### src/logic/lc_params.svh
// Engine sizes; RF and memory depths must stay powers of two so that addresses wrap by slicing
`ifndef LC_PARAMS_SVH
`define LC_PARAMS_SVH

// Number of interrupt lines and table entries
`define LC_INT_DEPTH 13

// One payload word
`define LC_DATA_WIDTH 32

// Function code of a table entry
`define LC_FUNC_WIDTH 4

// Local register file, 24-bit entries
`define LC_RF_DEPTH 128

// Writes at or above this address are dropped
`define LC_RF_WR_LIMIT 127

// Local memory in 32-bit words
`define LC_MEM_DEPTH 1024

`endif
### src/logic/lc_cmd_pkg.sv
// Command side types of the layer controller; function code values follow the bus layer encoding
`default_nettype none
`include "lc_params.svh"

package lc_cmd_pkg;

	typedef logic [`LC_DATA_WIDTH-1:0] lc_word_t;		// One payload word
	typedef lc_word_t [0:2] lc_payload_t;				// Word 0 sits in the top bits
	typedef logic [7:0] rf_addr_t;						// RF address, upper bit may overflow
	typedef logic [23:0] rf_data_t;						// RF entry value
	typedef logic [29:0] mem_addr_t;					// Memory word address
	typedef logic [1:0] cmd_len_t;						// Payload words used, 0 is wake-up
	typedef logic [19:0] lc_len_t;						// Word count and word offset
	typedef logic [`LC_INT_DEPTH-1:0] int_vec_t;		// One bit per interrupt line
	typedef logic [$clog2(`LC_INT_DEPTH)-1:0] int_idx_t;	// Index of one line

	// Function codes as carried in the low nibble of a bus address
	typedef enum logic [`LC_FUNC_WIDTH-1:0]
	{
		RF_WRITE  = 4'h1,
		RF_READ   = 4'h2,
		MEM_WRITE = 4'h3,
		MEM_READ  = 4'h4
	} lc_func_e;

	typedef struct packed
	{
		lc_func_e    func;		// What to run
		cmd_len_t    cmd_len;	// Words of payload in use
		lc_payload_t payload;	// Raw command words
	} lc_action_t;

	typedef enum logic [2:0]
	{
		IDLE, PICK, DECODE, RF_RD, RF_WR, MEM_HDR, MEM_RD, DONE
	} lc_state_e;

endpackage

`default_nettype wire

### src/logic/lc_rf.sv
// Local register file; top entry is read-only and addresses of 128 and up are never written
`default_nettype none
`include "lc_params.svh"

module lc_rf
(
	input wire clk,
	input wire reset,
	input wire lc_cmd_pkg::rf_addr_t rd_addr,		// Taken modulo the depth
	input wire wr_en,
	input wire lc_cmd_pkg::rf_addr_t wr_addr,
	input wire lc_cmd_pkg::rf_data_t wr_data,
	output lc_cmd_pkg::rf_data_t rdata				// One cycle after rd_addr
);
	import lc_cmd_pkg::*;

	localparam int AW = $clog2(`LC_RF_DEPTH);
	localparam int RF_TOP = `LC_RF_DEPTH - 1;

	rf_data_t regs [`LC_RF_DEPTH];

	always_ff @(posedge clk)
	begin
		if (reset)
		begin
			for (int i = 0; i < `LC_RF_DEPTH; i++)
				regs[i] <= '0;
		end
		else if (wr_en && (wr_addr < `LC_RF_WR_LIMIT))	// Drops 127 and out of range
			regs[wr_addr[AW-1:0]] <= wr_data;
	end

	always_ff @(posedge clk)
	begin
		rdata <= regs[rd_addr[AW-1:0]];
	end

	// Holds for any write pattern from the controller
	a_top_entry_fixed: assert property (@(posedge clk) disable iff (reset)
		$stable(regs[RF_TOP]));

endmodule

`default_nettype wire

### config.mk
export PLATFORM = sky130hd
export DESIGN_NAME = lc_rf
export DESIGN_NICKNAME = d
export VERILOG_FILES = /design/src/logic/lc_cmd_pkg.sv /design/src/logic/lc_rf.sv
export VERILOG_INCLUDE_DIRS = /design/src /design/src/logic
export SDC_FILE = /design/constraint.sdc
export NUM_CORES = 2
export LEC_CHECK = 0
export ABC_AREA = 1
export BUFFER_PORTS_ARGS = -buffer_cell sky130_fd_sc_hd__buf_2
export CAP_MARGIN = 20
export CORE_UTILIZATION = 30
export DETAILED_ROUTE_END_ITERATION = 10
export PLACE_DENSITY_LB_ADDON = 0.1
export SYNTH_ARGS = -nofsm -noshare
export SYNTH_HDL_FRONTEND = slang
export SYNTH_SLANG_ARGS = --single-unit
### constraint.sdc
create_clock -name clk -period 2.75 [get_ports clk]
set_input_delay 0.1375 -clock clk [delete_from_list [all_inputs] [get_ports clk]]
set_output_delay 0.1375 -clock clk [all_outputs]
set_load 0.005 [all_outputs]
==> summary.md <==
| Metric | Value |
|---|---|
| Status | completed |
| Die Span Y | 678.8 µm |
| Relative slew slack | 40.35% |
| Post-route DRC | 0 |
| # hold bufs at CTS | 26 |
| Final Net Count | 13970 |
| Fin. Hold Viols | 0 |
| Largest family of logic cells by synthesized area | simple AND/OR/NAND/NOR gates |
| Post-synthesis instance area | 137400 µm² |
| Hold path depth | 6 |
| CTS tree | built |
| CP max stage delay | 0.65 ns |
| Mux cell area share after synthesis | 0% |
| Fmax | slightly below 400 MHz |
| Dpl ws | -0.6648 ns |
| Antenna-violating nets left | 0 |
| YS warnings | 0 |
| Critical path's top delay family | simple AND/OR/NAND/NOR gates |
| Distinct cell type count after synthesis | 18 |
| Post-route setup slack | ~0.20 ns |
| Tcrit/Tclk final | 92.76% |
| Post-CTS Setup Repair Bufs | 0 |
| Buf/Inv on CP | 0 |
| Die area | 460800 µm² |
| Clk_lat worst skew | 0.98 ns |
| Adder-Cell Fraction of Synth Area | 0% |
| Power density over the cells | 695.9 nW/µm² |
| Detailed placer's ending HPWL | 339800 µm |
| Tot Pwr | 112500 µW |
| WP depth | 8 |
| Synth Area in Simple Gates | 28.75% |
| Initial Util | 30.13% |
| Final setup vio count | 0 |
| Vias per Instance | 5.167 |
| Commonest non-fill, non-tap cell in the layout | nand2_1 |
| Layout cells sized above 1 | 10.35% |
| Critical Path Fanout Max | 1 |
| Fill count | 45700 |
| Routed wire per std cell | 27.15 µm |
| Synth-to-layout area growth | 17.69% |
| Clock skew | 0.05991 ns |
| Top post-synthesis cells by area | edfxtp_1 (67%), nand3_1 (11%), nand2_1 (9.1%), nor2_1 (8.4%), clkbuf_1 (2.6%) |
| Compound-Gate Fraction of Synth Area | 0% |
| CTS buffer count | 362 |
| Seq cells post-synth | 3096 |
| Seq/Total Area, Yosys | around 67% |
| Top Ports | 67 |
| Core box area | 456100 µm² |
| DIE WIDTH | 678.8 µm |
| Setup crit end kind | flip-flop |
| Worst path required time | approximately 3.5 ns |
| Initial DRC count | 10740 |
| CTS H-tree lvls | 5 |
| Port Buf Inserts | 65 |
| Vias in the first global route | 100300 |
| Commonest cells after routing, fill and taps aside | nand2_1 (3325), edfxtp_1 (3072), nor2_1 (3064), nand3_1 (3025), buf_4 (586) |
| Slowest stage cell, crit path | nand3_1 |
| Storage element area | 92730 µm² |
| Synth area leader | edfxtp_1 |
| Drt pass-1 iters | 6 |
| RSZ-0062 raised after global routing | false |
| First-pass GRT wire length | 771300 µm |
| Vias | 104400 |
| XOR/XNOR share of the synthesized area | 0% |
| R2R cell count | 8 |
| Minimum clock period | around 2.6 ns |
| Rows | roughly 250 |
| Setup crit start kind | flip-flop |
| Total grt overflow | 0 |
| Number of antenna violations at the first check in global routing | 12 |
| Crit Path Category | flip-flop to flip-flop |
| Avg Synthesized Cell Area | 9.914 µm² |
| Largest net degree at the start of global routing | between 100 and 150 |
| Slew Viols, Final | 0 |
| Hold Path Class | input port to flip-flop |
| GRT Total Usage | 23.17% |
| Max-cap violations | 0 |
| Synth Instances | ~14000 |
| Root Driver | clkbuf_16 |
| CTS Buffer Depth | 4 |
| Area of the multi-input gates | 39600 µm² |
| CP Cell Sequence | nand2_1 -> nand3_1 -> nand3_1 -> nand3_1 -> nand3_1 -> nand3_1 -> nand3_1 -> nand2_1 |
| Post-CTS Resized | 0 |
| RePlAce Congestion | 0.8608 |
| Most used cell, CP | nand3_1 |
| Max VDD drop | around 0.42 mV |
| Critical path arrival | between 3 and 4 ns |
| Total wire length | 548600 µm |
| Leak pwr | 0.06126 µW |
| Transition time at the pin with the least slew margin | 0.8947 ns |
| Clock Sinks | 3096 |
| Top-area cell type share of the netlist area | between 60% and 70% |
| Clock transition at path regs | 0.06 ns |
[cell type report]
cell class | count | area share [%]
flip-flops and latches | 3096 | 57.34
inverters | 40 | 0.2275
diodes | 14 | 0.02166
clock buffers | 459 | 5.970
repair buffers | 941 | 6.387
well taps | 6000 | 4.642
clock inverters | 175 | 0.9307
multi-input cells | 9482 | 24.48
[logic make-up after synthesis]
family | Yosys count
other cells | 1
simple gates | 9458
flops | 3096
buf+inv | 1306
[sequential cells by signal, indices dropped and copies added, names as in the netlist]
signal	flops
regs	3072
rdata	24
[synth_stat cells]
cell type / number
nand2_1: 3325
nor4_4: 7
nor2_1: 3064
edfxtp_1: 3072
nor3_1: 1
buf_4: 4
clkbuf_1: 953
nand3_1: 3025
nand2_2: 34
buf_1: 103
conb_1: 1
clkinv_1: 2
nand2_4: 1
inv_2: 32
inv_1: 6
buf_2: 206
nor3b_1: 1
dfxtp_1: 24
[metrics by stage]
stage / utilization (%) / instances / cell area (µm²) / TNS, ns / hold slack [ns]
final: 35.46 / 20210 / 161700 / 0 / 0.05905
after global routing: 35.45 / 20200 / 161700 / 0 / 0.05946
after CTS: 35.45 / 20190 / 161700 / 0 / 0.009155
after detailed placement: 32.94 / 19530 / 150300 / -4.527 / 0.5251
after global placement: 32.94 / 19530 / 150300 / -4.763 / 0.5288
after floorplan: - / 13880 / 137500 / 0 / 0.4217
[final timing paths]
check | start | endpoint | slack, ns
min | rd_addr[4] | rdata[19] | 0.06
min reg2reg | regs[72][7] | rdata[7] | 0.94
max | regs[103][18] | rdata[18] | 0.20
max reg2reg | regs[103][18] | rdata[18] | 0.20
[layer usage]
| layer | vias up | GRT usage [%] | share of wire, % | wire length [µm] |
|---|---|---|---|---|
| met5 | - | 0 | 0.0024 | 13 |
| met4 | 2 | 7.467 | 3.6 | 19510 |
| met3 | 657 | 3.061 | 6.0 | 32750 |
| met2 | 3529 | 37.08 | 46 | 254000 |
| met1 | 53180 | 32.51 | 44 | 242300 |
| li1 | 47040 | - | - | - |
[power by group]
part | switching [µW] | internal [µW] | leakage (µW) | total (µW)
Clock | 20200 | 26800 | 0.00545 | 47000
Combinational | 7810 | 2810 | 0.0264 | 10600
Sequential | 741 | 54200 | 0.0294 | 54900
[tightest hold or removal path: cells and delay by family]
kind / cells / cell delay (ns)
buffers and inverters: 2 / 0.30
AND/OR/NAND/NOR: 4 / 0.52
Power figures use the tool's default switching activity.
