### src/logic/lc_params.svh
// Engine sizes; RF and memory depths must stay powers of two so that addresses wrap by slicing
`ifndef LC_PARAMS_SVH
`define LC_PARAMS_SVH

// Number of interrupt lines and table entries
`define LC_INT_DEPTH 13

// One payload word
`define LC_DATA_WIDTH 32

// Function code of a table entry
`define LC_FUNC_WIDTH 4

// Local register file, 24-bit entries
`define LC_RF_DEPTH 128

// Writes at or above this address are dropped
`define LC_RF_WR_LIMIT 127

// Local memory in 32-bit words
`define LC_MEM_DEPTH 1024

`endif
### src/logic/lc_cmd_pkg.sv
// Command side types of the layer controller; function code values follow the bus layer encoding
`default_nettype none
`include "lc_params.svh"

package lc_cmd_pkg;

	typedef logic [`LC_DATA_WIDTH-1:0] lc_word_t;		// One payload word
	typedef lc_word_t [0:2] lc_payload_t;				// Word 0 sits in the top bits
	typedef logic [7:0] rf_addr_t;						// RF address, upper bit may overflow
	typedef logic [23:0] rf_data_t;						// RF entry value
	typedef logic [29:0] mem_addr_t;					// Memory word address
	typedef logic [1:0] cmd_len_t;						// Payload words used, 0 is wake-up
	typedef logic [19:0] lc_len_t;						// Word count and word offset
	typedef logic [`LC_INT_DEPTH-1:0] int_vec_t;		// One bit per interrupt line
	typedef logic [$clog2(`LC_INT_DEPTH)-1:0] int_idx_t;	// Index of one line

	// Function codes as carried in the low nibble of a bus address
	typedef enum logic [`LC_FUNC_WIDTH-1:0]
	{
		RF_WRITE  = 4'h1,
		RF_READ   = 4'h2,
		MEM_WRITE = 4'h3,
		MEM_READ  = 4'h4
	} lc_func_e;

	typedef struct packed
	{
		lc_func_e    func;		// What to run
		cmd_len_t    cmd_len;	// Words of payload in use
		lc_payload_t payload;	// Raw command words
	} lc_action_t;

	typedef enum logic [2:0]
	{
		IDLE, PICK, DECODE, RF_RD, RF_WR, MEM_HDR, MEM_RD, DONE
	} lc_state_e;

endpackage

`default_nettype wire

### src/logic/lc_word_counter.sv
// Word counter for one action; len is the word count minus one, so last is high on the final word
`default_nettype none

module lc_word_counter
(
	input wire clk,
	input wire reset,
	input wire load,							// Start of an action
	input wire lc_cmd_pkg::lc_len_t len,		// Words minus one
	input wire step,							// Move to the next word
	output lc_cmd_pkg::lc_len_t offset,			// Index of the current word
	output logic last
);
	import lc_cmd_pkg::*;

	lc_len_t remain;	// Words left after the current one

	always_ff @(posedge clk)
	begin
		if (reset)
		begin
			remain <= '0;
			offset <= '0;
		end
		else if (load)
		begin
			remain <= len;
			offset <= '0;
		end
		else if (step)
		begin
			remain <= remain - 1'b1;
			offset <= offset + 1'b1;
		end
	end

	assign last = (remain == '0);

	// The controller leaves its issue state on the last word instead of stepping
	a_no_step_past_last: assert property (@(posedge clk) disable iff (reset)
		step |-> !last);

endmodule

`default_nettype wire

### config.mk
export PLATFORM = sky130hd
export DESIGN_NAME = lc_word_counter
export DESIGN_NICKNAME = d
export VERILOG_FILES = /design/src/logic/lc_cmd_pkg.sv /design/src/logic/lc_word_counter.sv
export VERILOG_INCLUDE_DIRS = /design/src /design/src/logic
export SDC_FILE = /design/constraint.sdc
export NUM_CORES = 1
export LEC_CHECK = 0
export BUFFER_PORTS_ARGS = -buffer_cell sky130_fd_sc_hd__buf_4
export CORE_MARGIN = 2
export CORE_UTILIZATION = 50
export DETAILED_ROUTE_END_ITERATION = 8
export GPL_TIMING_DRIVEN = 1
export HOLD_SLACK_MARGIN = 0.05
export PLACE_DENSITY = 0.84
export SYNTH_ARGS = -nofsm -noshare
export SYNTH_HDL_FRONTEND = slang
export SYNTH_SLANG_ARGS = --single-unit
### constraint.sdc
create_clock -name clk -period 3.3 [get_ports clk]
set_input_delay 0 -clock clk [delete_from_list [all_inputs] [get_ports clk]]
set_output_delay 0 -clock clk [all_outputs]
set_load 0.02 [all_outputs]
==> results of run 1 <==
-- flip-flops by register name (all words and copies together), names as in the netlist --
register / flops
offset: 20
remain: 20
-- synth_stat cells (2+ instances only) --
cell type	count
sky130_fd_sc_hd__o31ai_1	5
sky130_fd_sc_hd__inv_1	5
sky130_fd_sc_hd__mux2i_1	2
sky130_fd_sc_hd__nand3b_2	2
sky130_fd_sc_hd__nand2_1	20
sky130_fd_sc_hd__nor3b_1	2
sky130_fd_sc_hd__and4_1	2
sky130_fd_sc_hd__o41ai_1	2
sky130_fd_sc_hd__or3_1	5
sky130_fd_sc_hd__nor4_1	2
sky130_fd_sc_hd__dfxtp_1	40
sky130_fd_sc_hd__nand4b_1	3
sky130_fd_sc_hd__xor2_1	12
sky130_fd_sc_hd__a311oi_1	5
sky130_fd_sc_hd__or2_2	2
sky130_fd_sc_hd__buf_1	4
sky130_fd_sc_hd__nor3_1	8
sky130_fd_sc_hd__a21oi_1	15
sky130_fd_sc_hd__nor4_2	2
sky130_fd_sc_hd__o31a_1	2
sky130_fd_sc_hd__o21ai_0	5
sky130_fd_sc_hd__nand4_1	7
sky130_fd_sc_hd__a211oi_1	8
sky130_fd_sc_hd__ha_1	3
sky130_fd_sc_hd__clkbuf_1	6
sky130_fd_sc_hd__nor2_1	35
sky130_fd_sc_hd__or4_1	6
sky130_fd_sc_hd__xnor2_1	9
sky130_fd_sc_hd__nand3_1	11
-- power by group --
group,switching (mW),internal (mW),leakage (nW),total [mW]
Combinational,0.0848,0.0834,0.642,0.168
Sequential,0.0258,0.503,0.327,0.529
Clock,0.169,0.224,0.0552,0.393
-- routing by layer --
| layer | vias to the layer above | wire (um) | global-route usage, % |
|---|---|---|---|
| met2 | 67 | 2410 | 34.3 |
| li1 | 1037 | - | - |
| met1 | 964 | 2200 | 30.5 |
| met3 | 13 | 297 | 4.87 |
| met5 | - | 0 | 0 |
| met4 | 0 | 114 | 11.0 |
-- placed cells by master (no fill, tap or decap), drive strengths merged, types with 2 or more instances in the layout --
master	count
nor3	8
o21ai	5
a311oi	5
nand4	7
clkbuf	6
o41ai	2
or3	6
xor2	12
nand3	11
o31ai	5
ha	3
and4	2
xnor2	9
mux2i	2
nand4b	3
or4	7
nand3b	3
a211oi	8
or2	3
buf	44
nor4	5
nand2	20
o31a	2
a21oi	15
nor3b	2
inv	6
nor2	35
dfxtp	40
dlygate4sd3	21
-- worst max-delay path by stage --
| stage | start | endpoint | slack [ns] | cells past startpoint |
|---|---|---|---|---|
| floorplan | offset[5] | offset[15] | 1.47 | 5 |
| global placement | remain[7] | remain[19] | 1.43 | 4 |
| detailed placement | remain[7] | remain[19] | 1.31 | 4 |
| CTS | remain[7] | remain[19] | 1.28 | 4 |
| global route | remain[7] | remain[19] | 1.11 | 4 |
| finish | remain[7] | remain[19] | 1.24 | 4 |
-- timing repair --
item	CTS	global route
buffers inserted	0	0
hold buffers	21	0
hold endpoints to repair	19	0
-- through the flow --
stage / area, um2 / worst slack, ns / utilization (%) / cells
after floorplan: 2100 / 1.47 / - / 250
after global placement: 2430 / 1.43 / 60.4 / 332
after detailed placement: 2430 / 1.31 / 60.4 / 332
after CTS: 2750 / 1.28 / 68.3 / 361
after global routing: 2750 / 1.11 / 68.3 / 361
final: 2750 / 1.24 / 68.3 / 361
-- worst max-delay path: cells and delay by family (launching register included) --
| kind | cells | cell delay (ns) |
|---|---|---|
| AO/OA/AOI/OAI | 1 | 0.26 |
| flip-flops | 1 | 0.36 |
| AND/OR/NAND/NOR | 3 | 1.36 |
-- area by class of cell --
cell class | count | share of cell area, %
tap | 50 | 2.27
multi-input combinational | 192 | 44.3
clock buffer | 6 | 2.64
timing repair buffer | 65 | 19.6
sequential | 40 | 29.1
inverter | 6 | 0.818
clock inverter | 2 | 1.27
-- kinds of logic (layout without fill, tap and decap cells) --
logic type | Yosys count | count (layout) | share of synthesized area [%]
XOR/XNOR | 21 | 21 | 8.78
flip-flops | 40 | 40 | 38.2
buffers and inverters | 18 | 79 | 3.64
multiplexers | 2 | 2 | 0.955
AND/OR/NAND/NOR | 117 | 117 | 30.8
adder cells (fa/ha/maj) | 3 | 3 | 1.79
AO/OA/AOI/OAI | 49 | 49 | 15.8
==> flow_summary_export.csv, run 1 <==
group,metric,value,unit
yosys,synthDominantCellAreaShare,38.2,%
flow_run,cap_violations,0,
status,run_status,"complete, no violations",
sta,holdWs,0.0571,ns
setup_path,endpoint_kind,"register",
setup_path,worst_setup_path_start_kind,"register",
route,wirelength_per_cell,13.9,um
cells_and_area,post_route_cells_drive_above_1_share,19.6,%
setup_path,crit_arrival,2.27,ns
pwr,p_per_area,396,nW/um2
floorplanning,floorplan.die.width,68.7,um
yosys,post_synthesis_net_count,277,
pwr,power.total,1.09,mW
yosys,synth.yosys.warnings,0,
sta,max_freq,485,MHz
route,via_per_inst,5.76,
placement,last_weighted_congestion_value_of_the_routability_driven_placer,0.823,
min_path,hold-path-cell-count,2,
yosys,synth_area_leader_cell,"sky130_fd_sc_hd__dfxtp_1",
yosys,yosys_register_bits,40,
yosys,postSynth.asyncResetShare,0,%
route,drcViolationCount,0,
sta,setup-tns-final,0,ns
cts,cts_tree,"yes",
setup_path,worst_path_max_delay_cell,"sky130_fd_sc_hd__nor4_2",
sta,final-max-slew-violation-count,0,
setup_path,reg2reg_launch_point,"remain[7]",
cts,cts_repair_resized_insts,0,
pwr,vdd.ir_drop.worst,0.258,mV
sta,slew_headroom,53.2,%
cts,cts_made_buffers,5,
yosys,synth.cell_area,2100,um2
min_path,hold_path_class,"input pin to register",
floorplanning,die_area,4730,um2
yosys,synth-edff-count,0,
yosys,seq_area_frac_synth,38.2,%
global_route,grt_remaining_overflow,0,
yosys,ys.flop_type,"sky130_fd_sc_hd__dfxtp_1",
floorplanning,ioPinCount,45,
cells_and_area,antenna_cells_inserted,0,
cts,clock_insertion_delay_worst_skew,0.29,ns
sta,timing.clock.skew,0.00748,ns
setup_path,ordered_cell_list_for_the_critical_path,"nor4_2, nand3b_2, or4_1, a311oi_1",
cells_and_area,multi_input_comb_area,1220,um2
route,vias,2081,
global_route,first_pass_grt_wire_length,8.16,mm
setup_path,critPathMaxFanout,7,
setup_path,critPathMaxStageDelay,0.66,ns
yosys,synthCells,250,
cells_and_area,area_delta_synth_final,31.3,%
floorplanning,starting_density_of_the_core,52.0,%
floorplanning,die_h,68.7,um
yosys,yosysUniqueCellTypes,49,
floorplanning,num_rows,23,
cells_and_area,seqCellArea,801,um2
global_route,initial_antenna_violation_count,0,
yosys,postSynthAreaPerCell,8.38,um2
placement,hpwlAfterDp,3.22,mm
min_path,hold_path_end,"remain[1]",
route,first_pass_iters,4,
setup_path,reg2reg_slack,1.24,ns
global_route,first_global_vias,1832,
cts,clk_pin_slew_worst_paths,0.08,ns
sta,tightest_slew,0.697,ns
placement,io_buffer_count,44,
cells_and_area,design.final.nets,337,
floorplanning,fp.coreArea,4030,um2
global_route,grt_use_total,22.6,%
cts,htree_num_levels,2,
pwr,cellLeakagePower,1.02,nW
route,postRouteWirelength,5.02,mm
setup_path,timing.reg2reg.worst_path_depth,4,
min_path,hold_path.startpoint,"reset",
sta,grt_setup_unrepaired,"no",
setup_path,timing.setup.critical_path_class,"register to register",
sta,timing.final.crit_share,62.5,%
cts,max_buffers_root_to_sink,2,
yosys,synth.area.top_cells,"sky130_fd_sc_hd__dfxtp_1 (38%), sky130_fd_sc_hd__nor2_1 (6.3%), sky130_fd_sc_hd__xor2_1 (5.0%)",
setup_path,required,3.50,ns
route,drtAntennaViolNets,0,
sta,final.min_clock_period,2.06,ns
global_route,grt_start_max_net_pins,29,
sta,timing.final.hold_violations,0,
cts,root_buf_cell,"sky130_fd_sc_hd__clkbuf_8",
route,detailedRoute.firstIterationViolations,169,
setup_path,regToRegEndpoint,"remain[19]",
cts,cts_num_sinks,40,
cells_and_area,num-fill-cells,350,
sta,report.final.setup_viol,0,
Power figures use the tool's default switching activity.
==> run 2, diff against run 1 <==
clock period = 2.1 ns   (was 3.3 ns; I/O delays follow)
==> run 2 against run 1 <==
Net effect: register-to-register slack worse by 1.2 ns; sequential power is 58% higher; clock skew increased by 0.0056 ns; combinational power up 80%; largest cell class unchanged; cell area grew 3.8%; worst hold slack better by 0.032 ns; via count grew 1.8%; clock power grew 35%; setup slack lost 1.2 ns; highest routed layer unchanged; total power grew 53%.
==> flow_summary_export.csv, run 2 (synthesis gave the netlist of run 1 again) <==
group,metric,value,unit
cts,cts_num_sinks,40,
floorplanning,starting_density_of_the_core,52.0,%
placement,io_buffer_count,44,
cts,root_buf_cell,"sky130_fd_sc_hd__clkbuf_8",
cells_and_area,mostFrequentLayoutCell,"sky130_fd_sc_hd__buf_4",
setup_path,critPathMaxFanout,6,
min_path,hold_path_class,"input pin to register",
pwr,cellLeakagePower,1.07,nW
sta,timing.final.crit_share,97.9,%
setup_path,endpoint_kind,"register",
global_route,grt_start_max_net_pins,29,
cells_and_area,design.final.nets,348,
sta,max_freq,486,MHz
setup_path,timing.setup.critical_path_class,"register to register",
route,first_pass_iters,4,
sta,final-max-slew-violation-count,0,
sta,grt_setup_unrepaired,"yes",
route,postRouteWirelength,5.64,mm
sta,timing.clock.skew,0.0131,ns
cells_and_area,antenna_cells_inserted,0,
sta,report.final.setup_viol,0,
pwr,p_per_area,584,nW/um2
status,run_status,"complete, no violations",
setup_path,worst_path_max_delay_cell,"sky130_fd_sc_hd__dlygate4sd3_1",
cts,clk_pin_slew_worst_paths,0.08,ns
placement,last_weighted_congestion_value_of_the_routability_driven_placer,0.835,
sta,holdWs,0.0895,ns
sta,tightest_slew,0.442,ns
cells_and_area,top_regs,"offset: 20 flops, remain: 20 flops",
global_route,grt_remaining_overflow,0,
route,wirelength_per_cell,15.2,um
cts,post-cts-setup-buffer-count,0,
sta,final.min_clock_period,2.06,ns
route,vias,2119,
floorplanning,die_h,68.7,um
route,detailedRoute.firstIterationViolations,142,
global_route,initial_antenna_violation_count,0,
cells_and_area,most-common-layout-cells,"sky130_fd_sc_hd__buf_4 (50), sky130_fd_sc_hd__dfxtp_1 (39), sky130_fd_sc_hd__nor2_1 (35)",
flow_run,cap_violations,0,
cells_and_area,postLayoutCoreUtil,70.9,%
setup_path,cp_num_buf_inv,1,
route,via_per_inst,5.70,
cts,cts_tree,"yes",
sta,setup-tns-final,0,ns
cells_and_area,area_delta_synth_final,36.3,%
setup_path,worst_setup_path_start_kind,"register",
global_route,grt_use_total,24.2,%
setup_path,cp_top_family,"buffers and inverters",
sta,timing.final.hold_violations,0,
cells_and_area,post_route_cells_drive_above_1_share,22.7,%
cts,clock_insertion_delay_worst_skew,0.31,ns
setup_path,critPathMaxStageDelay,0.60,ns
cts,max_buffers_root_to_sink,2,
floorplanning,ioPinCount,45,
global_route,first_pass_grt_wire_length,8.50,mm
global_route,first_global_vias,1897,
floorplanning,num_rows,23,
cts,cts_made_buffers,5,
route,drcViolationCount,0,
floorplanning,floorplan.die.width,68.7,um
floorplanning,fp.coreArea,4030,um2
placement,hpwlAfterDp,3.39,mm
sta,slew_headroom,70.5,%
setup_path,required,2.34,ns
floorplanning,die_area,4730,um2
setup_path,ordered_cell_list_for_the_critical_path,"nor4_4, nand3_1, xor2_1, a211oi_2, dlygate4sd3_1",
setup_path,crit_arrival,2.30,ns
route,drtAntennaViolNets,0,
pwr,power.total,1.67,mW
cells_and_area,num-fill-cells,328,
pwr,vdd.ir_drop.worst,0.461,mV
cts,htree_num_levels,2,
-- run 2: worst paths after layout --
kind                    from    endpoint  slack, ns  cells past startpoint
hold reg to reg   offset[19]  offset[19]       0.48                      2
setup reg to reg   remain[4]   remain[9]       0.04                      5
setup / recovery   remain[4]   remain[9]       0.04                      5
hold / removal          load   remain[1]       0.09                      3
-- run 2: tightest hold or removal path, cell delays in order --
cell and delay (ns):
sky130_fd_sc_hd__buf_4 0.18, sky130_fd_sc_hd__a21oi_1 0.08, sky130_fd_sc_hd__nor2_1 0.08
-- run 2: timing repair --
item	in CTS	in global routing
endpoints found under the setup margin	0	3
hold buffers	26	0
resized for setup	0	5
hold endpoints to repair	19	0
-- run 2: per-layer routing --
metal  up-vias  GRT usage [%]  share of wire (%)
met2        80           39.9                 50
met5         -              0                  0
li1       1055              -                  -
met1       972           30.7                 44
met4         0           7.11                1.8
met3        12           6.82                5.0
-- run 2: power breakdown --
group / switching (mW) / total [mW] / leakage (nW) / internal (mW)
Clock: 0.296 / 0.531 / 0.0404 / 0.235
Sequential: 0.0450 / 0.835 / 0.328 / 0.790
Combinational: 0.146 / 0.302 / 0.704 / 0.156
-- run 2: cell type report --
cell class	count	area [um2]	share of cell area, %
Multi-Input combinational cell	192	1240	43.5
Sequential cell	40	802	28.1
Inverter	6	22.5	0.788
Tap cell	50	62.6	2.19
Clock buffer	5	68.8	2.41
Clock inverter	3	23.8	0.832
Timing Repair Buffer	76	636	22.3
-- run 2: stage by stage --
stage | cells | worst slack [ns] | instance area [um2]
finish | 372 | 0.0432 | 2860
global route | 372 | -0.0467 | 2860
CTS | 372 | 0.0359 | 2830
detailed placement | 338 | 0.324 | 2480
global placement | 338 | 0.391 | 2480
floorplan | 250 | 0.271 | 2100
